--- config.mk ---
export PLATFORM = sky130hd
export DESIGN_NAME = tcdm_bank
export DESIGN_NICKNAME = d
export VERILOG_FILES = /design/src/verilog/tile_map_pkg.sv /design/src/verilog/tcdm_pkg.sv /design/src/verilog/tcdm_bank.sv
export VERILOG_INCLUDE_DIRS = /design/src /design/src/verilog
export SDC_FILE = /design/constraint.sdc
export NUM_CORES = 2
export LEC_CHECK = 0
export CORE_MARGIN = 10
export CORE_UTILIZATION = 50
export CTS_BUF_LIST = sky130_fd_sc_hd__clkbuf_4 sky130_fd_sc_hd__clkbuf_8
export DETAILED_ROUTE_END_ITERATION = 8
export DONT_BUFFER_PORTS = 1
export PLACE_DENSITY = 0.68
export SETUP_SLACK_MARGIN = 0.3
export SYNTH_ARGS = -nofsm -noshare
export SYNTH_HDL_FRONTEND = slang
export SYNTH_SLANG_ARGS = --single-unit
export TNS_END_PERCENT = 30
--- constraint.sdc ---
create_clock -name clk_i -period 3.34 [get_ports clk_i]
set_clock_uncertainty 0.05 [all_clocks]
set_input_delay 0.668 -clock clk_i [delete_from_list [all_inputs] [get_ports clk_i]]
set_output_delay 0.668 -clock clk_i [all_outputs]
set_load 0.02 [all_outputs]
--- src/verilog/tile_defines.svh ---
`ifndef TILE_DEFINES_SVH
`define TILE_DEFINES_SVH

// Core ports per tile, same count for slave and master ports
`define TILE_NUM_PORTS 2

// SRAM banks per tile
`define TILE_NUM_BANKS 4

// Tiles in the cluster
`define TILE_NUM_TILES 4

// Words in one bank
`define TILE_BANK_WORDS 64

`define TILE_DATA_WIDTH 32

// Outstanding reads per core
`define TILE_MAX_READS 2

`endif

--- src/verilog/tile_map_pkg.sv ---
`include "tile_defines.svh"
`default_nettype none

package tile_map_pkg;

  typedef logic [$clog2(`TILE_NUM_TILES)-1:0] tile_id_t;
  typedef logic [$clog2(`TILE_NUM_BANKS)-1:0] bank_sel_t;

  // Word index inside one bank
  typedef logic [$clog2(`TILE_BANK_WORDS)-1:0] bank_addr_t;

  // Address inside a tile, tile field already removed
  typedef struct packed {
    bank_addr_t word;
    bank_sel_t  bank;
  } tile_addr_t;

  // Crossbar initiators: core ports first, then slave ports
  typedef logic [$clog2(2 * `TILE_NUM_PORTS)-1:0] xbar_ini_t;

  typedef enum logic {
    ROUTE_LOCAL,
    ROUTE_REMOTE
  } route_t;

endpackage

`default_nettype wire

--- src/verilog/tcdm_pkg.sv ---
`include "tile_defines.svh"
`default_nettype none

package tcdm_pkg;

  typedef logic [31:0]                    addr_t;
  typedef logic [`TILE_DATA_WIDTH-1:0]    data_t;
  typedef logic [`TILE_DATA_WIDTH/8-1:0]  strb_t;

  // Global core index, tile then port
  typedef logic [$clog2(`TILE_NUM_TILES * `TILE_NUM_PORTS)-1:0] core_id_t;

  typedef struct packed {
    addr_t addr;
    logic  we;
    data_t data;
    strb_t strb;
  } tcdm_req_t;

  typedef struct packed {
    data_t data;
  } tcdm_resp_t;

  typedef struct packed {
    tile_map_pkg::tile_addr_t addr;
    logic                     we;
    data_t                    data;
    strb_t                    strb;
    core_id_t                 core_id;
  } tcdm_slave_req_t;

  typedef struct packed {
    data_t    data;
    core_id_t core_id;
  } tcdm_slave_resp_t;

  // Bank side, tagged with the initiator for the way back
  typedef struct packed {
    tile_map_pkg::bank_addr_t addr;
    logic                     we;
    data_t                    data;
    strb_t                    strb;
    tile_map_pkg::xbar_ini_t  ini;
    core_id_t                 core_id;
  } bank_req_t;

  typedef struct packed {
    data_t                   data;
    tile_map_pkg::xbar_ini_t ini;
    core_id_t                core_id;
  } bank_resp_t;

endpackage

`default_nettype wire

--- src/verilog/tcdm_bank.sv ---
`include "tile_defines.svh"
`default_nettype none

module tcdm_bank (
  input  logic                 clk_i,
  input  logic                 rst_ni,
  input  tcdm_pkg::bank_req_t  req_i,
  input  logic                 req_valid_i,
  output logic                 req_ready_o,
  output tcdm_pkg::bank_resp_t resp_o,
  output logic                 resp_valid_o,
  input  logic                 resp_ready_i
);
  import tcdm_pkg::*;

  data_t      mem_q [`TILE_BANK_WORDS];
  data_t      bit_mask;
  bank_resp_t resp_q;
  logic       resp_valid_q;
  logic       req_fire;

  // Byte enables to bit mask
  for (genvar i = 0; i < `TILE_DATA_WIDTH / 8; i++) begin : gen_bit_mask
    assign bit_mask[8*i +: 8] = {8{req_i.strb[i]}};
  end

  // New request allowed in the cycle the old response is taken
  assign req_ready_o  = ~resp_valid_q | resp_ready_i;
  assign req_fire     = req_valid_i & req_ready_o;
  assign resp_o       = resp_q;
  assign resp_valid_o = resp_valid_q;

  always_ff @(posedge clk_i) begin
    if (req_fire) begin
      if (req_i.we) begin
        mem_q[req_i.addr] <= (mem_q[req_i.addr] & ~bit_mask) | (req_i.data & bit_mask);
      end else begin
        resp_q.data    <= mem_q[req_i.addr];
        resp_q.ini     <= req_i.ini;
        resp_q.core_id <= req_i.core_id;
      end
    end
  end

  // Writes never raise a response
  always_ff @(posedge clk_i or negedge rst_ni) begin
    if (!rst_ni) begin
      resp_valid_q <= 1'b0;
    end else if (req_ready_o) begin
      resp_valid_q <= req_valid_i & ~req_i.we;
    end
  end

endmodule

`default_nettype wire

# After elaboration in Yosys (flattened, before gate mapping)
# Memories as Yosys holds them, arrays and structs flattened.
# Index checks and enable logic that the tools add are counted.
# word_totals
register_bits	38
ramBits	2048
input_bits	52
out_inout_bits	39
elab_cells	18
n_memories	1
# mem_list
name	depth	width	read_ports	rd_ports_with_merged_regs	wr	line_no	rtl
mem_q	64	32	1	0	1	tcdm_bank.sv:16	data_t mem_q [`TILE_BANK_WORDS];
# op_classes
mux	3
bitwise_logic	9
n_reduce_logical	1
# op_table
op	n
AND 32 bit	2
NOT 32 bit	1
bitwise OR 32 bit	1
two-way mux 1 bit	3
AND 1 bit	2
NOT 1 bit	2
AND reduction 2 bit	1
bitwise OR 1 bit	1

# Longest topological paths before layout
# logic_depth
ltp_word	5
ltp_mapped	12
depth_no_buf	6

# Least setup slack after synthesis
# No wires, ideal clock.
# synth_timing
kind	in2reg
from	in req_i[45] (netlist bit)
to	mem mem_q[0][14] (netlist bit) (data pin)
setup_time_ns	0.588
t_arrival_ns	4.370
t_required_ns	2.702
slack_ns	-1.668
cell_stages	10
path_buffers	4
cell_sequence	buf_2 buf_2 nor3b_2 nand2_1 clkbuf_1 buf_2 o22ai_1 nor3_1 and3_1 a31oi_1
# synth_between
elab_chain_cells	3
# synth_lines
item	line_no	rtl
start, declared	tcdm_bank.sv:7	input tcdm_pkg::bank_req_t req_i,
memory (64 x 32 bit)	n/a	
AND 32 bit	tcdm_bank.sv:36	mem_q[req_i.addr] <= (mem_q[req_i.addr] & ~bit_mask) | (req_i.data & bit_mask);
bitwise OR 32 bit	tcdm_bank.sv:36	
end, declared	tcdm_bank.sv:16	
# No other way between the ends.

# Final worst setup path
# layout_timing
from	in req_i[42] (netlist bit)
to	mem mem_q[35][29] (netlist bit) (data pin)
# Same word-level chain as after synthesis.

==> flow_summary_export.csv <==
group,metric,value,unit
final_layout,multiInputGateArea,16900,sq um
clocking,h-tree-depth,5,
grt,antenna_found_initial,13,
clocking,clockBufferDepth,4,
setup_path,cp.depth,10,
clocking,cts_tree,"yes",
routing,drc,0,
sta,timing_hold_violations_final,0,
final_layout,fin_nets,5291,
logic_synthesis,synth_top_cell_by_area,"edfxtp_1",
setup_path,timing.critical_path.from,"req_i[42]",
grt,grt_max_degree,391,
clocking,cts_buffers,335,
logic_synthesis,synth_top_cell_area_share,78.1,%
logic_synthesis,ys_ff_latch,2086,
routing,first_pass_iters,8,
floorplanning,fp.dieH,421,microns
floorplanning,die_w,421,microns
routing,viasPerCell,6.82,
setup_path,critPathTopFamily,"simple AND/OR/NAND/NOR gates",
sta,setup_violations,2040,
setup_path,endpoint_kind,"register",
clocking,cts_sinks,2086,
setup_path,cp_slowest_stage_delay,0.79,ns
final_layout,seqCellArea,62600,sq um
flow_run,maxCapViolCount,0,
final_layout,utilization,59.8,%
routing,wl_per_cell,34.8,microns
logic_synthesis,synth.area.top_cells,"edfxtp_1, a22oi_1, o22ai_1",
logic_synthesis,synth_area,80200,sq um
logic_synthesis,ys_seq_area_share,78.1,%
routing,via_count,51465,
clocking,clock_latency,1.07,ns
routing,first_iter_violations,7595,
routing,ant_nets,0,
grt,overflow,0,
sta,max_freq,262,MHz
clocking,clkTransAtPathRegs,0.06,ns
logic_synthesis,async_flop_share,0.0479,%
sta,min_period,3.81,ns
final_layout,fill_cells,11347,
setup_path,r2r_start,"mem_q[50][21]",
status,outcome,"complete, but fails checks",
setup_path,worstRegToRegCells,7,
worst_hold_path,min_path_cells,3,
sta,rsz0062_at_grt,"true",
grt,grt_pass1_vias,49805,
sta,finalMaxSlewViolations,291,
logic_synthesis,synth_ff_type,"edfxtp_1",
power_and_ir_drop,powerDensity,569,nW/um^2
logic_synthesis,ys_warn_count,0,
setup_path,critPathBufInv,4,
routing,wirelength,263,mm
logic_synthesis,synth_fp_nets,4782,
status,violations,"max-slew violations, negative setup slack",
floorplanning,row_count,146,
sta,fin_crit_sh,114,%
setup_path,cp.arrival,4.51,ns
final_layout,drive_above_1_share,24.7,%
worst_hold_path,hold_class,"input port to register",
setup_path,worstSetupPathType,"input port to register",
logic_synthesis,syn_inst,4730,
final_layout,area.growth.synth_to_final,18.5,%
floorplanning,core_area,159000,sq um
setup_path,critPathMaxFanout,390,
setup_path,critical_path_required,4.04,ns
power_and_ir_drop,p_leak,0.0299,uW
sta,relSlewSlack,-29.5,%
setup_path,endpoint,"mem_q[35][29]",
setup_path,timing.rr.end,"mem_q[15][21]",
logic_synthesis,yosysUniqueCellTypes,68,
power_and_ir_drop,finalPower,54100,uW
setup_path,ff2ff_setup_slack,0.40,ns
placed_design,hpwl,157,mm
power_and_ir_drop,ir_worst_vdd,0.449,mV
grt,track_usage,29.2,%
setup_path,start_kind,"input port",
placed_design,gp_congestion,0.892,
clocking,cts.root.buffer_cell,"clkbuf_8",
final_layout,fin_area,95000,sq um
floorplanning,initial_core_util,50.5,%
logic_synthesis,synth_edf_count,2085,
setup_path,critPathSlowestCell,"and2_4",
sta,fin_ws,-0.474,ns
setup_path,crit_top_cell,"buf_4",
placed_design,place_area,88600,sq um
floorplanning,die_area,177000,sq um
sta,tightest_slew,1.94,ns
grt,grt_pass1_wl,368,mm
floorplanning,io_pins,91,
placed_design,portBuffers,0,
logic_synthesis,avgSynthCellArea,17.0,sq um
setup_path,crit_chain,"and2_4, buf_4, buf_4, a22oi_1, o22ai_1, nor4_1, buf_4, nand4_1, mux2_4, buf_4",
worst min path at each step:
stage / startpoint / end
after global routing: req_i[37] / mem_q[1][28]
after detailed placement: rst_ni / resp_valid_o
after global placement: rst_ni / resp_valid_o
after CTS: req_i[37] / mem_q[1][28]
final: req_i[34] / mem_q[57][25]
after floorplan: rst_ni / resp_valid_o
cells in the mapped netlist, types with 35 or more instances:
| cell | number |
|---|---|
| edfxtp_1 | 2085 |
| a22oi_1 | 585 |
| a21oi_1 | 247 |
| o22ai_1 | 243 |
| clkbuf_1 | 184 |
| buf_2 | 118 |
| nor2_1 | 118 |
| nand3_1 | 103 |
| or3b_2 | 96 |
| nand3b_1 | 87 |
| a221oi_1 | 79 |
| mux2_2 | 73 |
| o21ai_0 | 65 |
| nand2_1 | 61 |
| a22o_1 | 57 |
| buf_1 | 53 |
| a2111oi_0 | 45 |
| nor3_1 | 36 |
| and3_1 | 35 |
| mux2i_1 | 35 |
per-layer routing:
layer	GRT usage, %	part of all wire [%]	vias to the layer above
met5	0	0.017	-
met4	16.6	6.7	8
met3	8.39	13	856
met2	44.7	45	4105
met1	37.4	34	25740
li1	-	-	20756
tightest hold or removal path: stages:
cell and delay (ns):
nor2_1 0.04, a31oi_4 0.18, buf_4 0.18
stage by stage:
step           TNS (ns)  cells  hold WS [ns]  setup WS (ns)
3_5_place_dp    -511.48   6951         0.322         -0.510
5_1_grt               0   7540        0.0639          0.289
2_1_floorplan         0   4730         0.322          0.129
3_3_place_gp    -442.64   6951         0.322         -0.514
4_1_cts               0   7535       0.00233          0.342
6_report        -401.22   7542        0.0853         -0.474
cell usage in the layout (no fill, tap or decap), types with 65 or more instances in the layout:
cell type  instances
nand3_1          103
a21oi_1          246
clkbuf_8         343
clkinv_1          82
nand3b_1          87
buf_4            326
edfxtp_1        2085
o21ai_0           65
a221oi_1          78
nor2_4            68
buf_12           202
or3b_2            96
o22ai_1          235
a22oi_1          584
clkbuf_4         109
flip-flops by register name, summed over array words and instances (netlist names):
name,count
resp_o,37
mem_q,2048
resp_valid_o,1
repair_timing:
action | in CTS | in global routing
setup buffers | 0 | 0
resized for setup | 0 | 2
hold endpoints to repair | 352 | 0
hold buffers | 23 | 0
endpoints found under the setup margin | 0 | 46
area by class of cell:
class                   instances  area share (%)
multi-input cells            2258            17.8
inverters                       7          0.0290
repair buffers                551            7.07
diodes                          7          0.0184
flip-flops and latches       2086            65.9
clock buffers                 452            5.83
clock inverters               109           0.657
well taps                    2072            2.73
report_power, final:
part	internal, uW	switching (uW)	total, uW
Combinational	1290	2390	3680
Clock	11100	9630	20800
Sequential	29600	70.0	29600
cell families (layout without fill, tap and decap cells):
group	after synthesis	in the layout	synth area share, %
flip-flops	2086	2086	78.1
AO/OA/AOI/OAI	1441	1441	12.5
AND/OR/NAND/NOR	694	694	5.34
buffers and inverters	386	1119	2.15
multiplexers	123	123	1.87
other	0	7	0
Note: power is estimated with default switching activity, not from simulation.
