**src/verilog/tile_defines.svh**
```systemverilog
`ifndef TILE_DEFINES_SVH
`define TILE_DEFINES_SVH

// Core ports per tile, same count for slave and master ports
`define TILE_NUM_PORTS 2

// SRAM banks per tile
`define TILE_NUM_BANKS 4

// Tiles in the cluster
`define TILE_NUM_TILES 4

// Words in one bank
`define TILE_BANK_WORDS 64

`define TILE_DATA_WIDTH 32

// Outstanding reads per core
`define TILE_MAX_READS 2

`endif

```
**src/verilog/tile_map_pkg.sv**
```systemverilog
`include "tile_defines.svh"
`default_nettype none

package tile_map_pkg;

  typedef logic [$clog2(`TILE_NUM_TILES)-1:0] tile_id_t;
  typedef logic [$clog2(`TILE_NUM_BANKS)-1:0] bank_sel_t;

  // Word index inside one bank
  typedef logic [$clog2(`TILE_BANK_WORDS)-1:0] bank_addr_t;

  // Address inside a tile, tile field already removed
  typedef struct packed {
    bank_addr_t word;
    bank_sel_t  bank;
  } tile_addr_t;

  // Crossbar initiators: core ports first, then slave ports
  typedef logic [$clog2(2 * `TILE_NUM_PORTS)-1:0] xbar_ini_t;

  typedef enum logic {
    ROUTE_LOCAL,
    ROUTE_REMOTE
  } route_t;

endpackage

`default_nettype wire

```
**src/verilog/tcdm_pkg.sv**
```systemverilog
`include "tile_defines.svh"
`default_nettype none

package tcdm_pkg;

  typedef logic [31:0]                    addr_t;
  typedef logic [`TILE_DATA_WIDTH-1:0]    data_t;
  typedef logic [`TILE_DATA_WIDTH/8-1:0]  strb_t;

  // Global core index, tile then port
  typedef logic [$clog2(`TILE_NUM_TILES * `TILE_NUM_PORTS)-1:0] core_id_t;

  typedef struct packed {
    addr_t addr;
    logic  we;
    data_t data;
    strb_t strb;
  } tcdm_req_t;

  typedef struct packed {
    data_t data;
  } tcdm_resp_t;

  typedef struct packed {
    tile_map_pkg::tile_addr_t addr;
    logic                     we;
    data_t                    data;
    strb_t                    strb;
    core_id_t                 core_id;
  } tcdm_slave_req_t;

  typedef struct packed {
    data_t    data;
    core_id_t core_id;
  } tcdm_slave_resp_t;

  // Bank side, tagged with the initiator for the way back
  typedef struct packed {
    tile_map_pkg::bank_addr_t addr;
    logic                     we;
    data_t                    data;
    strb_t                    strb;
    tile_map_pkg::xbar_ini_t  ini;
    core_id_t                 core_id;
  } bank_req_t;

  typedef struct packed {
    data_t                   data;
    tile_map_pkg::xbar_ini_t ini;
    core_id_t                core_id;
  } bank_resp_t;

endpackage

`default_nettype wire

```
**src/verilog/tcdm_local_xbar.sv**
```systemverilog
`include "tile_defines.svh"
`default_nettype none

module tcdm_local_xbar (
  input  logic                                            clk_i,
  input  logic                                            rst_ni,
  input  tcdm_pkg::bank_req_t     [2*`TILE_NUM_PORTS-1:0] ini_req_i,
  input  tile_map_pkg::bank_sel_t [2*`TILE_NUM_PORTS-1:0] ini_bank_i,
  input  logic                    [2*`TILE_NUM_PORTS-1:0] ini_valid_i,
  output logic                    [2*`TILE_NUM_PORTS-1:0] ini_ready_o,
  output tcdm_pkg::bank_resp_t    [2*`TILE_NUM_PORTS-1:0] ini_resp_o,
  output logic                    [2*`TILE_NUM_PORTS-1:0] ini_resp_valid_o,
  input  logic                    [2*`TILE_NUM_PORTS-1:0] ini_resp_ready_i,
  output tcdm_pkg::bank_req_t     [`TILE_NUM_BANKS-1:0]   bank_req_o,
  output logic                    [`TILE_NUM_BANKS-1:0]   bank_valid_o,
  input  logic                    [`TILE_NUM_BANKS-1:0]   bank_ready_i,
  input  tcdm_pkg::bank_resp_t    [`TILE_NUM_BANKS-1:0]   bank_resp_i,
  input  logic                    [`TILE_NUM_BANKS-1:0]   bank_resp_valid_i,
  output logic                    [`TILE_NUM_BANKS-1:0]   bank_resp_ready_o
);
  import tcdm_pkg::*;
  import tile_map_pkg::*;

  localparam int unsigned NumIni   = 2 * `TILE_NUM_PORTS;
  localparam int unsigned NumBanks = `TILE_NUM_BANKS;

  xbar_ini_t [NumBanks-1:0] rr_q;
  xbar_ini_t [NumBanks-1:0] win_idx;
  logic      [NumBanks-1:0] win_valid;
  logic      [NumIni-1:0]   resp_stall;
  logic      [NumIni-1:0]   req_active;

  // An initiator with a stuck response waits, so two banks never race its replies
  assign resp_stall = ini_resp_valid_o & ~ini_resp_ready_i;
  assign req_active = ini_valid_i & ~resp_stall;

  // Round-robin pick per bank, search starts at the pointer
  always_comb begin
    xbar_ini_t idx;
    idx = '0;
    for (int unsigned b = 0; b < NumBanks; b++) begin
      win_valid[b] = 1'b0;
      win_idx[b]   = '0;
      for (int unsigned k = 0; k < NumIni; k++) begin
        idx = rr_q[b] + xbar_ini_t'(k);
        if (!win_valid[b] && req_active[idx] && ini_bank_i[idx] == bank_sel_t'(b)) begin
          win_valid[b] = 1'b1;
          win_idx[b]   = idx;
        end
      end
    end
  end

  // Forward the winner and stamp its index
  always_comb begin
    ini_ready_o = '0;
    for (int unsigned b = 0; b < NumBanks; b++) begin
      bank_req_o[b]     = ini_req_i[win_idx[b]];
      bank_req_o[b].ini = win_idx[b];
      if (win_valid[b] && bank_ready_i[b]) begin
        ini_ready_o[win_idx[b]] = 1'b1;
      end
    end
  end

  assign bank_valid_o = win_valid;

  // Pointer moves past the last granted initiator
  always_ff @(posedge clk_i or negedge rst_ni) begin
    if (!rst_ni) begin
      rr_q <= '0;
    end else begin
      for (int unsigned b = 0; b < NumBanks; b++) begin
        if (win_valid[b] && bank_ready_i[b]) begin
          rr_q[b] <= win_idx[b] + 1'b1;
        end
      end
    end
  end

  // Responses steered back by the stamped index
  always_comb begin
    ini_resp_o       = '0;
    ini_resp_valid_o = '0;
    for (int unsigned b = 0; b < NumBanks; b++) begin
      bank_resp_ready_o[b] = ini_resp_ready_i[bank_resp_i[b].ini];
      if (bank_resp_valid_i[b]) begin
        ini_resp_o[bank_resp_i[b].ini]       = bank_resp_i[b];
        ini_resp_valid_o[bank_resp_i[b].ini] = 1'b1;
      end
    end
  end

endmodule

`default_nettype wire

```
**config.mk**
```make
export PLATFORM = sky130hd
export DESIGN_NAME = tcdm_local_xbar
export DESIGN_NICKNAME = d
export VERILOG_FILES = /design/src/verilog/tile_map_pkg.sv /design/src/verilog/tcdm_pkg.sv /design/src/verilog/tcdm_local_xbar.sv
export VERILOG_INCLUDE_DIRS = /design/src /design/src/verilog
export SDC_FILE = /design/constraint.sdc
export NUM_CORES = 1
export LEC_CHECK = 0
export CORE_AREA = 2 2 282 284
export CTS_CLUSTER_SIZE = 12
export DETAILED_ROUTE_END_ITERATION = 10
export DIE_AREA = 0 0 284 286
export DONT_BUFFER_PORTS = 1
export HOLD_SLACK_MARGIN = 0.12
export PLACE_DENSITY = 0.3
export SLEW_MARGIN = 10
export SYNTH_ARGS = -nofsm -noshare
export SYNTH_HDL_FRONTEND = slang
export SYNTH_SLANG_ARGS = --single-unit
```
**constraint.sdc**
```tcl
create_clock -name clk_i -period 9.3 [get_ports clk_i]
set_clock_uncertainty 0.05 [all_clocks]
set_input_delay 1.86 -clock clk_i [delete_from_list [all_inputs] [get_ports clk_i]]
set_output_delay 1.86 -clock clk_i [all_outputs]
set_load 0.03 [all_outputs]
```
* After elaboration in Yosys (flattened, before gate mapping)
Index checks and enable logic that the tools add are counted.
** Storage, ports and cells
- Input port bits :: 366
- Word-level logic and storage cells :: 282
- Register bits :: 8
- Output and inout port bits :: 356
** Cells by class
- Bitwise logic cells :: 11
- Reductions and logical operators :: 56
- Order comparisons :: 32
- $add $sub $neg :: 16
- Equal/unequal tests :: 12
- Mux-type cells :: 151
** Operators by type and width (number)
- 148-bit two-way mux :: 4
- 148-bit bitwise mux :: 3
- 48-bit binary-select mux with 2-bit select :: 4
- 37-bit demux with 2-bit select :: 4
- 48-bit two-way mux :: 4
- 148-bit AND :: 1
- 37-bit two-way mux :: 4
- 2-bit by 3-bit less-than comparator with 1-bit output (second input constant) :: 24
- 2-bit binary-select mux with 2-bit select :: 16
- 2-bit two-way mux :: 32
- 1-bit two-way mux :: 44
- 1-bit binary-select mux with 2-bit select :: 20
- 1-bit logical AND :: 40
- 4-bit two-way mux :: 8
- 4-bit OR :: 6
- 2-bit by 1-bit adder with 2-bit output (second input constant) :: 8
- 2-bit adder (second input constant) :: 8
- 1-bit demux with 2-bit select :: 8
- 2-bit equality test (second input constant) :: 8
- 2-bit by 1-bit greater-or-equal comparator with 1-bit output (second input constant) :: 8
- 1-bit logical NOT :: 12
- 4-bit AND :: 2
- 2-bit by 1-bit equality test with 1-bit output (second input constant) :: 4
- 2-bit logical NOT :: 4
- 4-bit inverter :: 2

* Depth between registers and ports, before layout
- Word-level depth :: 41
- Depth in mapped cells :: 14
- Mapped depth without buffers :: 11

* Least setup slack after synthesis
No wires, ideal clock.
- Path kind :: input-to-output
- From :: input port bank_resp_i[41] (netlist name)
- To :: output port ini_ready_o[0]
- Cell stages on the path :: 13
- Data required time :: 7.390 ns
- Path buffers :: 3
- Arrival :: 4.867 ns
- Setup slack :: 2.523 ns
- Path through :: buf_2 > or3b_2 > a41o_1 > nand3_1 > mux2_2 > nor2_1 > a211oi_1 > clkbuf_1 > buf_2 > inv_1 > ha_1 > a22oi_1 > o221ai_1
** RTL lines
- start: declaration :: line tcdm_local_xbar.sv:17 : input tcdm_pkg::bank_resp_t [`TILE_NUM_BANKS-1:0] bank_resp_i,
- end: declaration :: line tcdm_local_xbar.sv:10 : output logic [2*`TILE_NUM_PORTS-1:0] ini_ready_o,

==> results summary <==
The count of cell types in the netlist came out at 65. The I/O pin count came out at around 720. The number of gates resized after CTS was 0. The die span in x is 284 um.

The timing-limited maximum frequency came out at approximately 0.14 GHz. The flip-flop count of the largest register, all copies and words added came out at 8. In the final layout, the registers with the most flip-flops are rr_q (8). The total design power came out at 2.29 mW. The clock drives 8 sinks. The count of final max-slew check failures was 0. In this run the worst path has a maximum fanout of 29.

The largest individual stage delay along the critical path comes from the cell sky130_fd_sc_hd__a41oi_1. The remaining number of nets flagged by the antenna check after routing came out at 0. The cell area after technology mapping is around 0.0096 mm2. The average cell area after synthesis is between 7 and 8 um2.

The first global-routing pass estimated between 90,000 and 100,000 um of wire. The share of post-route cells with drive strength above 1 came out at 14.4%. The share of async-settable or async-resettable flops after synthesis came out at between 90% and 100%.

Ranked by total cell area, the synthesized netlist is headed by sky130_fd_sc_hd__mux4_2 21%, sky130_fd_sc_hd__mux2i_1 15%, sky130_fd_sc_hd__a221oi_1 13%. The count of buffers added on input and output ports is 0. The time the final worst path needs with I/O delays and setup came out at 7300 ps. The final layout contains about 1,500 nets. The initial core utilization is about an eighth. The clock passes through at most 2 buffers. The number of antenna violations at the first check in global routing is 2.

After the first detailed-routing iteration, the DRC count stood at around 1,000. The largest single stage delay on the critical path is 720 ps. The library cells used most frequently in the layout, excluding fill and tap cells, are 165 x sky130_fd_sc_hd__nand2_1, 148 x sky130_fd_sc_hd__nor2_1, 141 x sky130_fd_sc_hd__mux2i_1, 138 x sky130_fd_sc_hd__a221oi_1, 138 x sky130_fd_sc_hd__o22ai_1. Synthesis produced a netlist whose cell count is around 1,200.

The leftover overflow at the end of global routing is 0. In the routed design, unresolved DRC markers number 0. The half-perimeter wire length after detailed placement is roughly 50,000 um. The library cell used most frequently in the layout, excluding fill and tap cells, is sky130_fd_sc_hd__nand2_1. The total area inside the core boundary comes to between 0.07 and 0.08 mm2.

The register bit total from synthesis is 8. Across the VDD grid, the largest voltage drop is between 0.15 and 0.2 mV. The count of TritonRoute iterations in the first routing pass is 6. The headroom to the max-slew limit is about 28%.

The full die area came out at between 0.08 and 0.09 mm2. The overall routing resource usage came out at between 10% and 20%. The register name with the most flops is rr_q. Setup repair after global routing left no endpoint under its margin. The most used flip-flop cell after synthesis is sky130_fd_sc_hd__dfrtp_1. The final-layout setup total negative slack is 0 ps.

The pin count of the biggest net entering global routing is 87. Summing over every cut layer, the via total after detailed routing is around 12,000. The via count of the first global-routing pass is 11,574.

The number of setup buffers added after CTS is 0. The CTS buffer count came out at 3. The transition time at the pin with the least slew margin is between 1000 and 1500 ps. In this run the power density over the cells is between 200 and 250 mW/mm2. In the routed layout, each cell is associated on average with a via count of roughly 5.4. The area growth from synthesis to layout came out at 13.0%. The total detailed-routing wirelength is around 67,000 um. The antenna diode count is 0.

The required time of the critical path came out at 7390 ps. The row count is ~100. Clock tree synthesis selected as its root buffer the cell sky130_fd_sc_hd__clkbuf_16. The share of synthesized area in the top cell type comes to roughly a fifth.

The clock latency on the worst-skew pair is between 200 and 250 ps. The wire length per cell came out at 30.3 um. The hold buffer count at cts is 0.

The signal arrival time at the worst endpoint came out at between 5000 and 6000 ps. The critical path goes through nand3b_1, a41oi_1, nand4bb_1, o21ai_0, a21oi_1, o22ai_1, inv_2, buf_4, mux4_2. Max-cap violations in this run came to 0. The count of flip-flops with a built-in enable after synthesis is 0. The post-route fraction of the period consumed by the critical path came out at 78.5%.

STA classifies the critical path startpoint as a primary input. The number of endpoints failing setup at the final stage came out at 0. The worst setup path is of the in -> out kind. TritonCTS built the clock tree. The die is roughly 290 um tall. The cell leakage power is 3.83 nW. The clock edge transition at the registers on the reported setup and hold paths came out at 40 ps. The largest total area in the synthesized netlist belongs to sky130_fd_sc_hd__mux4_2. The routability-driven placement congestion ratio came out at roughly 0.95.

The share of synthesized area occupied by flip-flops and latches came out at under 10%. STA classifies the critical path endpoint as a primary output. The run finished with clean final reports. The path class of the tightest hold or removal check is reg -> reg. The hold violation count in the final report came out at 0. The H-tree depth reported by CTS is 1. The total number of yosys warnings is 0.
-- path summary, 6_finish.rpt --
check	from	end	slack (ps)	depth (start not counted)
min in group asynchronous	rst_ni	rr_q[4]	1270	0
hold / removal	rr_q[7]	rr_q[7]	480	2
setup / recovery	bank_resp_i[4]	bank_req_o[98]	2000	9
max in group asynchronous	rst_ni	rr_q[7]	7860	0
hold reg to reg	rr_q[7]	rr_q[7]	480	2
setup reg to reg	rr_q[2]	rr_q[3]	5990	8
-- per-layer routing --
layer / up-vias / track usage, % / part of all wire (%)
met3: 97 / 5.06 / 11
met4: 0 / 5.08 / 3.8
met2: 882 / 26.3 / 49
met1: 6057 / 17.1 / 36
met5: - / 0 / 0
li1: 4921 / - / -
-- stage by stage --
stage                     hold WS [ps]  utilization (%)  std cells  setup slack (ps)  area (um2)
after floorplan                    421                -       1250              2520        9640
after global placement             472             13.8       2199              1990       10800
after detailed placement           478             13.8       2199              1990       10800
after CTS                          486             13.9       2202              1970       10900
after global routing               521             13.9       2202              1760       10900
final                              484             13.9       2202              2000       10900
-- cell usage after synthesis (4+ instances only) --
| cell type | number |
|---|---|
| sky130_fd_sc_hd__ha_1 | 8 |
| sky130_fd_sc_hd__o21ai_0 | 18 |
| sky130_fd_sc_hd__mux4_1 | 10 |
| sky130_fd_sc_hd__o22ai_1 | 138 |
| sky130_fd_sc_hd__mux2i_1 | 141 |
| sky130_fd_sc_hd__a32oi_1 | 46 |
| sky130_fd_sc_hd__buf_6 | 4 |
| sky130_fd_sc_hd__clkbuf_1 | 101 |
| sky130_fd_sc_hd__nand3b_1 | 10 |
| sky130_fd_sc_hd__a22oi_1 | 7 |
| sky130_fd_sc_hd__o221ai_1 | 5 |
| sky130_fd_sc_hd__nand4_1 | 11 |
| sky130_fd_sc_hd__or3b_2 | 4 |
| sky130_fd_sc_hd__nand3_1 | 11 |
| sky130_fd_sc_hd__a21oi_1 | 56 |
| sky130_fd_sc_hd__buf_4 | 11 |
| sky130_fd_sc_hd__nand2b_1 | 5 |
| sky130_fd_sc_hd__a221oi_1 | 138 |
| sky130_fd_sc_hd__inv_1 | 15 |
| sky130_fd_sc_hd__dfrtp_1 | 8 |
| sky130_fd_sc_hd__nor2b_1 | 4 |
| sky130_fd_sc_hd__or3_1 | 4 |
| sky130_fd_sc_hd__nand2_1 | 165 |
| sky130_fd_sc_hd__and3b_1 | 5 |
| sky130_fd_sc_hd__nor2_1 | 152 |
| sky130_fd_sc_hd__buf_2 | 20 |
| sky130_fd_sc_hd__buf_1 | 7 |
| sky130_fd_sc_hd__and2_1 | 6 |
| sky130_fd_sc_hd__mux4_2 | 88 |
-- worst max-delay path, delay by kind of cell --
kind	cells	cell delay [ps]
AOI/OAI and AO/OA	4	1210
buffers and inverters	2	1070
and+or+nand+nor	2	620
muxes	1	530
-- logic make-up after synthesis --
logic type	synth area share, %
AO/OA/AOI/OAI	32.8
AND/OR/NAND/NOR	17.9
multiplexers	38.3
buffers and inverters	7.62
adder cells (fa/ha/maj)	1.04
flip-flops	2.08
XOR/XNOR	0.182
other	0.0390
-- area by class of cell --
type                    count  area, um2
repair buffers             45        438
inverters                  16       61.3
multi-input cells        1080       8790
flip-flops and latches      8        200
well taps                1050       1310
fillers                  9042      67500
clock buffers               3       75.1
-- power breakdown --
group          switching, mW  internal (mW)  leakage [nW]
clock network         0.0172         0.0555        0.0370
logic                   1.51          0.636          3.70
registers             0.0235         0.0462        0.0938
total                   1.55          0.738          3.83
No activity file was read; power rests on OpenSTA's default activity.
