File: config.mk
export PLATFORM = sky130hd
export DESIGN_NAME = tcdm_core_demux
export DESIGN_NICKNAME = d
export VERILOG_FILES = /design/src/verilog/tile_map_pkg.sv /design/src/verilog/tcdm_pkg.sv /design/src/verilog/tcdm_core_demux.sv
export VERILOG_INCLUDE_DIRS = /design/src /design/src/verilog
export SDC_FILE = /design/constraint.sdc
export NUM_CORES = 1
export LEC_CHECK = 0
export BUFFER_PORTS_ARGS = -buffer_cell sky130_fd_sc_hd__clkbuf_2
export CAP_MARGIN = 30
export CORE_AREA = 4 4 114 116
export CTS_CLUSTER_SIZE = 16
export DETAILED_ROUTE_END_ITERATION = 8
export DIE_AREA = 0 0 118 120
export SLEW_MARGIN = 0
export SYNTH_ARGS = -nofsm -noshare
export SYNTH_HDL_FRONTEND = slang
export SYNTH_SLANG_ARGS = --single-unit
export TNS_END_PERCENT = 50
File: constraint.sdc
create_clock -name clk_i -period 3 [get_ports clk_i]
set_clock_uncertainty 0.15 [all_clocks]
set_input_delay 0.15 -clock clk_i [delete_from_list [all_inputs] [get_ports clk_i]]
set_output_delay 0.15 -clock clk_i [all_outputs]
set_load 0.02 [all_outputs]
File: src/verilog/tile_defines.svh
`ifndef TILE_DEFINES_SVH
`define TILE_DEFINES_SVH

// Core ports per tile, same count for slave and master ports
`define TILE_NUM_PORTS 2

// SRAM banks per tile
`define TILE_NUM_BANKS 4

// Tiles in the cluster
`define TILE_NUM_TILES 4

// Words in one bank
`define TILE_BANK_WORDS 64

`define TILE_DATA_WIDTH 32

// Outstanding reads per core
`define TILE_MAX_READS 2

`endif

File: src/verilog/tile_map_pkg.sv
`include "tile_defines.svh"
`default_nettype none

package tile_map_pkg;

  typedef logic [$clog2(`TILE_NUM_TILES)-1:0] tile_id_t;
  typedef logic [$clog2(`TILE_NUM_BANKS)-1:0] bank_sel_t;

  // Word index inside one bank
  typedef logic [$clog2(`TILE_BANK_WORDS)-1:0] bank_addr_t;

  // Address inside a tile, tile field already removed
  typedef struct packed {
    bank_addr_t word;
    bank_sel_t  bank;
  } tile_addr_t;

  // Crossbar initiators: core ports first, then slave ports
  typedef logic [$clog2(2 * `TILE_NUM_PORTS)-1:0] xbar_ini_t;

  typedef enum logic {
    ROUTE_LOCAL,
    ROUTE_REMOTE
  } route_t;

endpackage

`default_nettype wire

File: src/verilog/tcdm_pkg.sv
`include "tile_defines.svh"
`default_nettype none

package tcdm_pkg;

  typedef logic [31:0]                    addr_t;
  typedef logic [`TILE_DATA_WIDTH-1:0]    data_t;
  typedef logic [`TILE_DATA_WIDTH/8-1:0]  strb_t;

  // Global core index, tile then port
  typedef logic [$clog2(`TILE_NUM_TILES * `TILE_NUM_PORTS)-1:0] core_id_t;

  typedef struct packed {
    addr_t addr;
    logic  we;
    data_t data;
    strb_t strb;
  } tcdm_req_t;

  typedef struct packed {
    data_t data;
  } tcdm_resp_t;

  typedef struct packed {
    tile_map_pkg::tile_addr_t addr;
    logic                     we;
    data_t                    data;
    strb_t                    strb;
    core_id_t                 core_id;
  } tcdm_slave_req_t;

  typedef struct packed {
    data_t    data;
    core_id_t core_id;
  } tcdm_slave_resp_t;

  // Bank side, tagged with the initiator for the way back
  typedef struct packed {
    tile_map_pkg::bank_addr_t addr;
    logic                     we;
    data_t                    data;
    strb_t                    strb;
    tile_map_pkg::xbar_ini_t  ini;
    core_id_t                 core_id;
  } bank_req_t;

  typedef struct packed {
    data_t                   data;
    tile_map_pkg::xbar_ini_t ini;
    core_id_t                core_id;
  } bank_resp_t;

endpackage

`default_nettype wire

File: src/verilog/tcdm_core_demux.sv
`include "tile_defines.svh"
`default_nettype none

module tcdm_core_demux #(
  parameter int unsigned PortIdx = 0
) (
  input  logic                    clk_i,
  input  logic                    rst_ni,
  input  tile_map_pkg::tile_id_t  tile_id_i,
  input  tcdm_pkg::tcdm_req_t     core_req_i,
  input  logic                    core_valid_i,
  output logic                    core_ready_o,
  output tcdm_pkg::tcdm_resp_t    core_resp_o,
  output logic                    core_resp_valid_o,
  output tcdm_pkg::bank_req_t     local_req_o,
  output tile_map_pkg::bank_sel_t local_bank_o,
  output logic                    local_valid_o,
  input  logic                    local_ready_i,
  input  tcdm_pkg::bank_resp_t    local_resp_i,
  input  logic                    local_resp_valid_i,
  output tcdm_pkg::tcdm_req_t     mst_req_o,
  output logic                    mst_valid_o,
  input  logic                    mst_ready_i,
  input  tcdm_pkg::tcdm_resp_t    mst_resp_i,
  input  logic                    mst_resp_valid_i
);
  import tcdm_pkg::*;
  import tile_map_pkg::*;

  localparam int unsigned ByteOffW = $clog2(`TILE_DATA_WIDTH / 8);
  localparam int unsigned BankW    = $bits(bank_sel_t);
  localparam int unsigned TileW    = $bits(tile_id_t);
  localparam int unsigned WordW    = $bits(bank_addr_t);
  localparam int unsigned PortW    = $clog2(`TILE_NUM_PORTS);
  localparam int unsigned TileLsb  = ByteOffW + BankW;
  localparam int unsigned WordLsb  = TileLsb + TileW;
  localparam int unsigned TopLsb   = WordLsb + WordW;
  localparam int unsigned CntW     = $clog2(`TILE_MAX_READS + 1);

  typedef logic [PortW-1:0] port_idx_t;
  localparam port_idx_t PortId = port_idx_t'(PortIdx);

  route_t          route;
  route_t          route_q;
  logic [CntW-1:0] cnt_q;
  logic            hold;
  logic            read_fire;
  addr_t           addr;

  assign addr = core_req_i.addr;

  // Local inside the TCDM window and on this tile
  assign route = (addr[31:TopLsb] == '0 && addr[TileLsb +: TileW] == tile_id_i) ?
                 ROUTE_LOCAL : ROUTE_REMOTE;

  // In-flight reads share one target, keeps responses in order
  assign hold = (cnt_q == CntW'(`TILE_MAX_READS)) || (cnt_q != '0 && route_q != route);

  assign local_valid_o = core_valid_i & ~hold & (route == ROUTE_LOCAL);
  assign mst_valid_o   = core_valid_i & ~hold & (route == ROUTE_REMOTE);
  assign core_ready_o  = ~hold & ((route == ROUTE_LOCAL) ? local_ready_i : mst_ready_i);
  assign read_fire     = core_valid_i & core_ready_o & ~core_req_i.we;

  // Tile field dropped on the bank side
  assign local_bank_o        = addr[ByteOffW +: BankW];
  assign local_req_o.addr    = addr[WordLsb +: WordW];
  assign local_req_o.we      = core_req_i.we;
  assign local_req_o.data    = core_req_i.data;
  assign local_req_o.strb    = core_req_i.strb;
  assign local_req_o.ini     = '0;
  assign local_req_o.core_id = core_id_t'({tile_id_i, PortId});

  // Bank and tile trade places, port index sits below the tile
  assign mst_req_o.addr = addr_t'({addr[WordLsb +: WordW], addr[ByteOffW +: BankW],
                                   addr[TileLsb +: TileW], PortId, addr[ByteOffW-1:0]});
  assign mst_req_o.we   = core_req_i.we;
  assign mst_req_o.data = core_req_i.data;
  assign mst_req_o.strb = core_req_i.strb;

  assign core_resp_valid_o = local_resp_valid_i | mst_resp_valid_i;
  assign core_resp_o.data  = local_resp_valid_i ? local_resp_i.data : mst_resp_i.data;

  always_ff @(posedge clk_i or negedge rst_ni) begin
    if (!rst_ni) begin
      cnt_q   <= '0;
      route_q <= ROUTE_LOCAL;
    end else begin
      if (read_fire) begin
        route_q <= route;
      end
      cnt_q <= cnt_q + CntW'(read_fire) - CntW'(core_resp_valid_o);
    end
  end

endmodule

`default_nettype wire

# Word level (Yosys, flattened, before mapping)
# Index checks and enable logic that the tools add are counted.
# classes
n_addsub	2
eq_ne	3
n_mux	3
bitwise_logic	9
n_reduce_logical	5
# op_table
op	count
32-bit 2-to-1 mux	1
20-bit logical NOT	1
1-bit bitwise AND	6
2-bit by 1-bit adder with 2-bit output	1
2-bit == test	1
2-bit == test, second input constant	1
1-bit logical AND	2
1-bit 2-to-1 mux	2
1-bit NOT	2
2-bit nonzero test	1
2-bit by 1-bit subtractor with 2-bit output	1
1-bit logical OR	1
1-bit inequality test	1
1-bit OR	1
# totals
ff_bits	3
output_inout_bits	155
wordCells	24

# Longest topological paths before layout
# Gate-level depths: netlist (run 1).
# depth
ltp_word	12
depth_mapped	12
mapped_depth_nobuf	11

# Worst setup path before layout (run 1)
# No wires, ideal clock.
# synth_path
kind	in2reg
startpoint	input port core_req_i[65] (netlist bit)
endpoint	register cnt_q[1]
arrival_ps	2133
required_time_ps	2727
path_slack_ps	595
cell_stages	12
cell_sequence	nor4_2 > nand2_1 > or3_1 > buf_6 > nor2_4 > a21oi_1 > or3_1 > ha_1 > inv_1 > ha_1 > xnor2_1 > xnor2_1
# synth_via
elab_chain_cells	12
elab_cells_between_ends	13
cone_classes	2 x add/sub; 1 x eq/ne; 2 x mux; 4 x bitwise; 4 x reduce/logical
# synth_rtl
item	line	text
start: declaration	tcdm_core_demux.sv:10	input tcdm_pkg::tcdm_req_t core_req_i,
20-bit logical NOT (*)	tcdm_core_demux.sv:53	assign route = (addr[31:TopLsb] == '0 && addr[TileLsb +: TileW] == tile_id_i) ?
1-bit logical AND (*)	tcdm_core_demux.sv:53	
1-bit 2-to-1 mux	tcdm_core_demux.sv:53	
1-bit inequality test	tcdm_core_demux.sv:57	assign hold = (cnt_q == CntW'(`TILE_MAX_READS)) || (cnt_q != '0 && route_q != route);
1-bit logical AND	tcdm_core_demux.sv:57	
1-bit logical OR	tcdm_core_demux.sv:57	
1-bit NOT	tcdm_core_demux.sv:61	assign core_ready_o = ~hold & ((route == ROUTE_LOCAL) ? local_ready_i : mst_ready_i);
1-bit bitwise AND (*)	tcdm_core_demux.sv:61	
1-bit bitwise AND (*) (2 in a row)	tcdm_core_demux.sv:62	assign read_fire = core_valid_i & core_ready_o & ~core_req_i.we;
2-bit by 1-bit adder with 2-bit output (*)	tcdm_core_demux.sv:91	cnt_q <= cnt_q + CntW'(read_fire) - CntW'(core_resp_valid_o);
2-bit by 1-bit subtractor with 2-bit output (*)	tcdm_core_demux.sv:91	
end signal: assignment	tcdm_core_demux.sv:91	
end: declaration	tcdm_core_demux.sv:45	logic [CntW-1:0] cnt_q;
# Every way passes the cells marked *; elsewhere a longest branch is shown, timed or not.
# A chain may end at the register's enable or synchronous reset.

# Final worst setup path (run 1)
# layout_path
startpoint	register cnt_q[0]
endpoint	register cnt_q[1]
# layout_via
elab_chain_cells	9
elab_cells_between_ends	10
cone_classes	2 x add/sub; 1 x eq/ne; 4 x bitwise; 3 x reduce/logical
# layout_rtl
item	line
2-bit nonzero test	tcdm_core_demux.sv:57
1-bit logical AND	tcdm_core_demux.sv:57
1-bit logical OR	tcdm_core_demux.sv:57
1-bit NOT	tcdm_core_demux.sv:61
1-bit bitwise AND	tcdm_core_demux.sv:61
1-bit bitwise AND (2 in a row)	tcdm_core_demux.sv:62
2-bit by 1-bit adder with 2-bit output (*)	tcdm_core_demux.sv:91
2-bit by 1-bit subtractor with 2-bit output (*)	tcdm_core_demux.sv:91
# Marks and branches as above.

==> results of run 1 <==
==> routing by layer <==
layer / wire length (um) / GRT usage
met5: 0 / 0
met4: 234 / 0.03810
met3: 787 / 0.03629
met2: 2436 / 0.1110
met1: 2233 / 0.08761
==> worst max-delay path, stage by stage (launching register included) <==
cell,delay [ns]
dfrtp_1,0.42
nor2b_1,0.17
a21oi_1,0.16
nand2_1,0.10
or2_1,0.24
or3_1,0.38
ha_1,0.29
inv_1,0.04
ha_1,0.17
xnor2_1,0.17
xnor2_1,0.14
==> repair_timing <==
item,CTS,global route
endpoints found under the setup margin,0,0
hold buffers,1,0
endpoints found under the hold margin,3,0
==> logic make-up after synthesis <==
| family | count (synthesis) | synth area share |
|---|---|---|
| other cells | 1 | 0.002274 |
| compound gates | 8 | 0.03263 |
| fa+ha+maj | 2 | 0.01517 |
| xor+xnor | 4 | 0.02124 |
| buf+inv | 127 | 0.5728 |
| simple gates | 23 | 0.09180 |
| flops | 3 | 0.04552 |
| mux | 32 | 0.2185 |
==> cell type report <==
cell class / count / area share
clock buffers: 4 / 0.04433
inverters: 3 / 0.01407
multi-input cells: 92 / 0.4004
flip-flops and latches: 3 / 0.04222
well taps: 147 / 0.1034
repair buffers: 139 / 0.3955
==> registers in the layout (all words and copies together), names as in the netlist <==
signal / flops
cnt_q: 2
route_q: 1
==> cell usage in the layout (no fill, tap or decap), drive strengths merged, types with 3 or more instances in the layout <==
master	instances
conb	23
xnor2	4
nand2	4
dfrtp	3
nor4	5
mux2	32
clkbuf	141
nor2	3
==> worst min-delay path by stage <==
stage / slack, ns / cells after the start / startpoint / end
after CTS: 0.11 / 2 / rst_ni / route_q$_DFFE_PN0P_
after global placement: -0.20 / 1 / rst_ni / cnt_q[1]$_DFF_PN0_
after detailed placement: -0.20 / 1 / rst_ni / cnt_q[1]$_DFF_PN0_
final: 0.11 / 2 / rst_ni / route_q$_DFFE_PN0P_
after floorplan: -0.30 / 0 / rst_ni / cnt_q[0]$_DFF_PN0_
after global routing: 0.13 / 2 / rst_ni / cnt_q[1]$_DFF_PN0_
==> through the flow <==
step	hold slack (ns)	total power [uW]	utilization
floorplan	-0.2956	497.3	-
global placement	-0.1963	429.5	0.1418
detailed placement	-0.1979	430.9	0.1418
CTS	0.1144	648.2	0.1493
global route	0.1261	688.6	0.1493
finish	0.1131	640.1	0.1493
==> power groups by stage <==
stage / clock, uW / sequential (uW) / combinational, uW
CTS: 215 / 80.3 / 353
global placement: 0 / 81.7 / 348
global route: 219 / 84.4 / 385
finish: 210 / 80.3 / 350
floorplan: 0 / 76.1 / 421
detailed placement: 0 / 80.6 / 350
==> results.sh, run 1 <==
export IMPL_status="complete, no violations"
export IMPL_cp_endpoint="cnt_q[1]$_DFF_PN0_"
export IMPL_synth_largest_area_cell="buf_4"
export IMPL_tightestPinTransition_ns=0.4998
export IMPL_crit_required_ns=2.99
export IMPL_area_growth_pct=7.815
export IMPL_via_per_inst=3.366
export IMPL_initial_core_util=0.1384
export IMPL_slew_violations=0
export IMPL_clock_fmax_mhz=399.7
export IMPL_cp_max_fo=6
export IMPL_pwr_share_clk=0.328
export IMPL_p_switching_uw=252.4
export IMPL_regToRegSetupSlack_ns=0.50
export IMPL_core_area_mm2=0.01191
export IMPL_leakage_uw=0.0009455
export IMPL_die_w_um=118
export IMPL_antenna_left=0
export IMPL_pre_cts_ws_ns=0.3255
export IMPL_worstReg2RegEnd="cnt_q[1]$_DFF_PN0_"
export IMPL_crit_start="cnt_q[0]$_DFF_PN0_"
export IMPL_synth_top_cell_area_share=0.5417
export IMPL_power_density_mw_per_mm2=360.0
export IMPL_min_path_type="input port to async pin"
export IMPL_fill_cells=1396
export IMPL_rsz0062_at_grt="false"
export IMPL_synthArstFlopShare=1.000
export IMPL_crit_type="flop to flop"
export IMPL_cts_max_path_buffers=2
export IMPL_seq_area_um2=75.07
export IMPL_hold_violations=0
export IMPL_cp_start_kind="flop"
export IMPL_drtIter0Drc=17
export IMPL_multi_input_area_um2=711.9
export IMPL_port_buffers=137
export IMPL_synth_area_mm2=0.001649
export IMPL_p_sw_frac=0.3944
export IMPL_yosys_warnings=0
export IMPL_dp_hpwl_um=5286
export IMPL_htree_levels=1
export IMPL_clk_pin_slew_ns=0.03
export IMPL_grt_pass1_vias=1328
export IMPL_setup_tns_ns=0
export IMPL_yosys_cell_types_count=27
export IMPL_grt_usage=0.07419
export IMPL_ys_top_cells_by_count="119 x buf_4, 32 x mux2_1, 4 x clkbuf_1, 4 x nand2_1, 4 x xnor2_1"
export IMPL_cts_made_buffers=3
export IMPL_wirelength_um=5691
export IMPL_ys_seq_area_frac=0.04552
export IMPL_final_nets=391
export IMPL_drive_above_1_share=0.6058
export IMPL_antennaDiodeCount=0
export IMPL_ir_drop_mv=0.1533
export IMPL_period_share=0.8339
export IMPL_numPlacedInstances=383
export IMPL_clock_sinks=3
export IMPL_insertion_delay_ns=0.22
export IMPL_rows=40
export IMPL_grt_ovfl_total=0
export IMPL_grt_max_degree=33
export IMPL_antenna_found_initial=0
export IMPL_yosysMostFrequentCell="buf_4"
export IMPL_p_comb_frac=0.547
export IMPL_slew_headroom=0.6624
export IMPL_fin_crit_ns=2.502
export IMPL_synth_edf_count=0
export IMPL_r2r_start="cnt_q[0]$_DFF_PN0_"
export IMPL_r2r_cells=10
export IMPL_synth_main_ff_cell="dfrtp_1"
export IMPL_synthTopCellsByArea="buf_4 54%, mux2_1 22%, dfrtp_1 4.6%, nor4_2 2.3%, xnor2_1 2.1%"
export IMPL_cts_tree="done"
export IMPL_postCtsSetupBuffers=0
export IMPL_synthCells=200
export IMPL_dieHeight_um=120
export IMPL_ctsResizeCount=0
export IMPL_die_area_mm2=0.01416
export IMPL_routedWlPerCell_um=14.67
export IMPL_internal_power_uw=387.7
export IMPL_seqPwrFrac=0.125
export IMPL_avgSynthCellArea_um2=8.245
export IMPL_synth_seq_cells=3
export IMPL_finalSetupViolCount=0
export IMPL_num_vias=1306
export IMPL_io_pins=302
export IMPL_cp_end_kind="flop"
export IMPL_final_area_mm2=0.001778
export IMPL_place_congestion=0.7984
export IMPL_placed_area_mm2=0.001689
export IMPL_drc=0
export IMPL_crit_arrival_ns=2.49
export IMPL_drv_cap=0
export IMPL_cts_root_buf="clkbuf_16"
export IMPL_grt_pass1_wl_um=7914
export IMPL_fin_cells=388
export IMPL_setup_ws_ns=0.4984
export IMPL_first_pass_iters=2
Power figures use the tool's default switching activity.
==> inputs of run 2 (changes only) <==
- ABC_AREA: unset -> 1
- CORE_AREA: 4 4 114 116 -> 4 4 115 117
- DIE_AREA: 0 0 118 120 -> 0 0 119 121
- clock period: 3 -> 2.5 ns (I/O delays scaled with it)
==> results.sh, run 2 <==
export IMPL_die_area_mm2=0.01440
export IMPL_drtIter0Drc=49
export IMPL_multi_input_area_um2=721.9
export IMPL_slowest_stage="dfrtp_1"
export IMPL_grt_usage=0.05740
export IMPL_yosysMostFrequentCell="buf_4"
export IMPL_p_switching_uw=319.8
export IMPL_cts_made_buffers=3
export IMPL_synth_largest_area_cell="buf_4"
export IMPL_grt_pass1_vias=1398
export IMPL_synth_edf_count=0
export IMPL_routedWlPerCell_um=9.452
export IMPL_ys_top_cells_by_count="119 x buf_4, 111 x nand2_1, 26 x inv_1"
export IMPL_critPathTopFamily="simple AND/OR/NAND/NOR gates"
export IMPL_antenna_left=0
export IMPL_crit_arrival_ns=1.72
export IMPL_final_cell_mix="137 x clkbuf_2, 111 x nand2_1, 26 x inv_1"
export IMPL_clock_fmax_mhz=564.5
export IMPL_synth_area_mm2=0.001739
export IMPL_period_share=0.7086
export IMPL_port_buffers=137
export IMPL_timing_critical_path_mode_cell="ha_1"
export IMPL_largest_reg_flops=2
export IMPL_crit_required_ns=2.45
export IMPL_final_nets=487
export IMPL_hold_violations=0
export IMPL_status="complete, no violations"
export IMPL_wirelength_um=4811
export IMPL_setup_tns_ns=0
export IMPL_area_growth_pct=9.209
export IMPL_synth_seq_cells=3
export IMPL_antennaDiodeCount=0
export IMPL_fin_crit_ns=1.771
export IMPL_grt_pass1_wl_um=6727
export IMPL_yosys_cell_types_count=23
export IMPL_cts_tree="done"
export IMPL_reg_largest_list="cnt_q (2), route_q (1)"
export IMPL_leakage_uw=0.001273
export IMPL_ctsResizeCount=0
export IMPL_cp_start_kind="flop"
export IMPL_insertion_delay_ns=0.22
export IMPL_pwr_share_clk=0.322
export IMPL_via_per_inst=3.132
export IMPL_min_path_type="input port to flop"
export IMPL_final_common_cell="clkbuf_2"
export IMPL_first_pass_iters=4
export IMPL_crit_chain="or2_2 > nand2_2 > nand3_2 > ha_1 > inv_1 > ha_1 > xnor2_1"
export IMPL_io_pins=302
export IMPL_antenna_found_initial=0
export IMPL_clk_pin_slew_ns=0.03
export IMPL_grt_ovfl_total=0
export IMPL_holdBufCountCts=1
export IMPL_avgSynthCellArea_um2=5.836
export IMPL_seq_area_um2=75.07
export IMPL_ys_seq_area_frac=0.04317
export IMPL_fill_cells=1467
export IMPL_cts_max_path_buffers=2
export IMPL_num_vias=1594
export IMPL_synth_main_ff_cell="dfrtp_1"
export IMPL_die_w_um=119
export IMPL_seqPwrFrac=0.121
export IMPL_placed_area_mm2=0.001810
export IMPL_rows=41
export IMPL_drive_above_1_share=0.4599
export IMPL_cts_root_buf="clkbuf_16"
export IMPL_p_comb_frac=0.558
export IMPL_core_area_mm2=0.01236
export IMPL_finalSetupViolCount=0
export IMPL_place_congestion=0.6843
export IMPL_p_sw_frac=0.4113
export IMPL_rsz0062_at_grt="false"
export IMPL_clock_sinks=3
export IMPL_synth_top_cell_area_share=0.5137
export IMPL_drv_cap=0
export IMPL_regMostFlops="cnt_q"
export IMPL_dieHeight_um=121
export IMPL_power_density_mw_per_mm2=409.4
export IMPL_slew_headroom=0.6400
export IMPL_synthArstFlopShare=1.000
export IMPL_crit_type="flop to flop"
export IMPL_initial_core_util=0.1407
export IMPL_slew_violations=0
export IMPL_synthTopCellsByArea="buf_4 51%, nand2_1 24%, inv_1 5.6%, dfrtp_1 4.3%, nor2_4 1.9%"
export IMPL_htree_levels=1
export IMPL_cp_end_kind="flop"
export IMPL_cp_max_fo=4
export IMPL_internal_power_uw=457.7
export IMPL_grt_max_degree=33
export IMPL_yosys_warnings=0
export IMPL_slowest_delay_ns=0.39
export IMPL_dp_hpwl_um=4288
export IMPL_synthCells=298
export IMPL_tightestPinTransition_ns=0.5393
export IMPL_crit_buf_inv=1
export IMPL_ir_drop_mv=0.1791
export IMPL_drc=0
export IMPL_postCtsSetupBuffers=0
export IMPL_final_area_mm2=0.001899
run 2: changes by cell type after synthesis, sizes merged, moves of 2 or more:
cell,before,now
o21ai,2,0
nor4,5,0
or3,2,0
nor2b,2,0
nand4,0,3
o41ai,2,0
mux2,32,0
nor2,3,7
nand2,4,117
inv,2,27
nand3,2,4
run 2: tightest hold or removal path: stages:
cell and delay, ns:
clkbuf_2 0.12, nand4_1 0.10, nand2_1 0.05
run 2: final timing paths:
| check | from | endpoint | slack, ns | cells after the start |
|---|---|---|---|---|
| hold / removal | core_valid_i | route_q$_DFFE_PN0P_ | 0.08 | 3 |
| setup reg to reg | cnt_q[0]$_DFF_PN0_ | cnt_q[1]$_DFF_PN0_ | 0.73 | 7 |
| min in group asynchronous | rst_ni | route_q$_DFFE_PN0P_ | 0.09 | 2 |
| max in group asynchronous | rst_ni | cnt_q[1]$_DFF_PN0_ | 2.00 | 2 |
| setup / recovery | cnt_q[0]$_DFF_PN0_ | cnt_q[1]$_DFF_PN0_ | 0.73 | 7 |
| hold reg to reg | route_q$_DFFE_PN0P_ | route_q$_DFFE_PN0P_ | 0.35 | 2 |
run 2: cell type report:
class | count | share of cell area
clock buffer | 4 | 0.04150
inverter | 28 | 0.05534
multi-input combinational | 163 | 0.3801
sequential | 3 | 0.03953
tap | 172 | 0.1133
timing repair buffer | 139 | 0.3702
run 2: stage by stage:
stage / total power (uW) / hold slack (ns) / setup WS (ns) / utilization / std cells
after floorplan: 612.3 / -0.3206 / 0.7674 / - / 320
after global placement: 528.1 / -0.2266 / 0.5398 / 0.1464 / 504
after detailed placement: 528.1 / -0.2262 / 0.5424 / 0.1464 / 504
after CTS: 788.4 / 0.07559 / 0.7094 / 0.1536 / 509
after global routing: 845.8 / 0.1001 / 0.6205 / 0.1536 / 509
final: 777.5 / 0.07587 / 0.7286 / 0.1536 / 509
run 2: cells by family (layout without fill, tap and decap cells):
| family | count (synthesis) | count (layout) | synth area share |
|---|---|---|---|
| AND/OR/NAND/NOR | 134 | 134 | 0.3331 |
| flip-flops | 3 | 3 | 0.04316 |
| adder cells (fa/ha/maj) | 2 | 2 | 0.01439 |
| buffers and inverters | 154 | 171 | 0.5892 |
| XOR/XNOR | 3 | 3 | 0.01511 |
| other | 1 | 23 | 0.002156 |
| AO/OA/AOI/OAI | 1 | 1 | 0.002875 |
run 2: routing by layer:
layer | global-route usage | vias up | routed length (um)
met5 | 0 | - | 0
met4 | 0.05069 | 0 | 378
met3 | 0.04196 | 53 | 931
met2 | 0.08619 | 134 | 2162
met1 | 0.05074 | 600 | 1339
li1 | - | 807 | -
run 2: power groups by stage:
stage / Sequential [uW] / Combinational [uW] / Clock [uW]
after global routing: 98.5 / 486 / 262
after global placement: 94.2 / 434 / 0
after CTS: 93.8 / 440 / 254
after detailed placement: 93.8 / 434 / 0
final: 93.8 / 434 / 250
after floorplan: 90.7 / 522 / 0
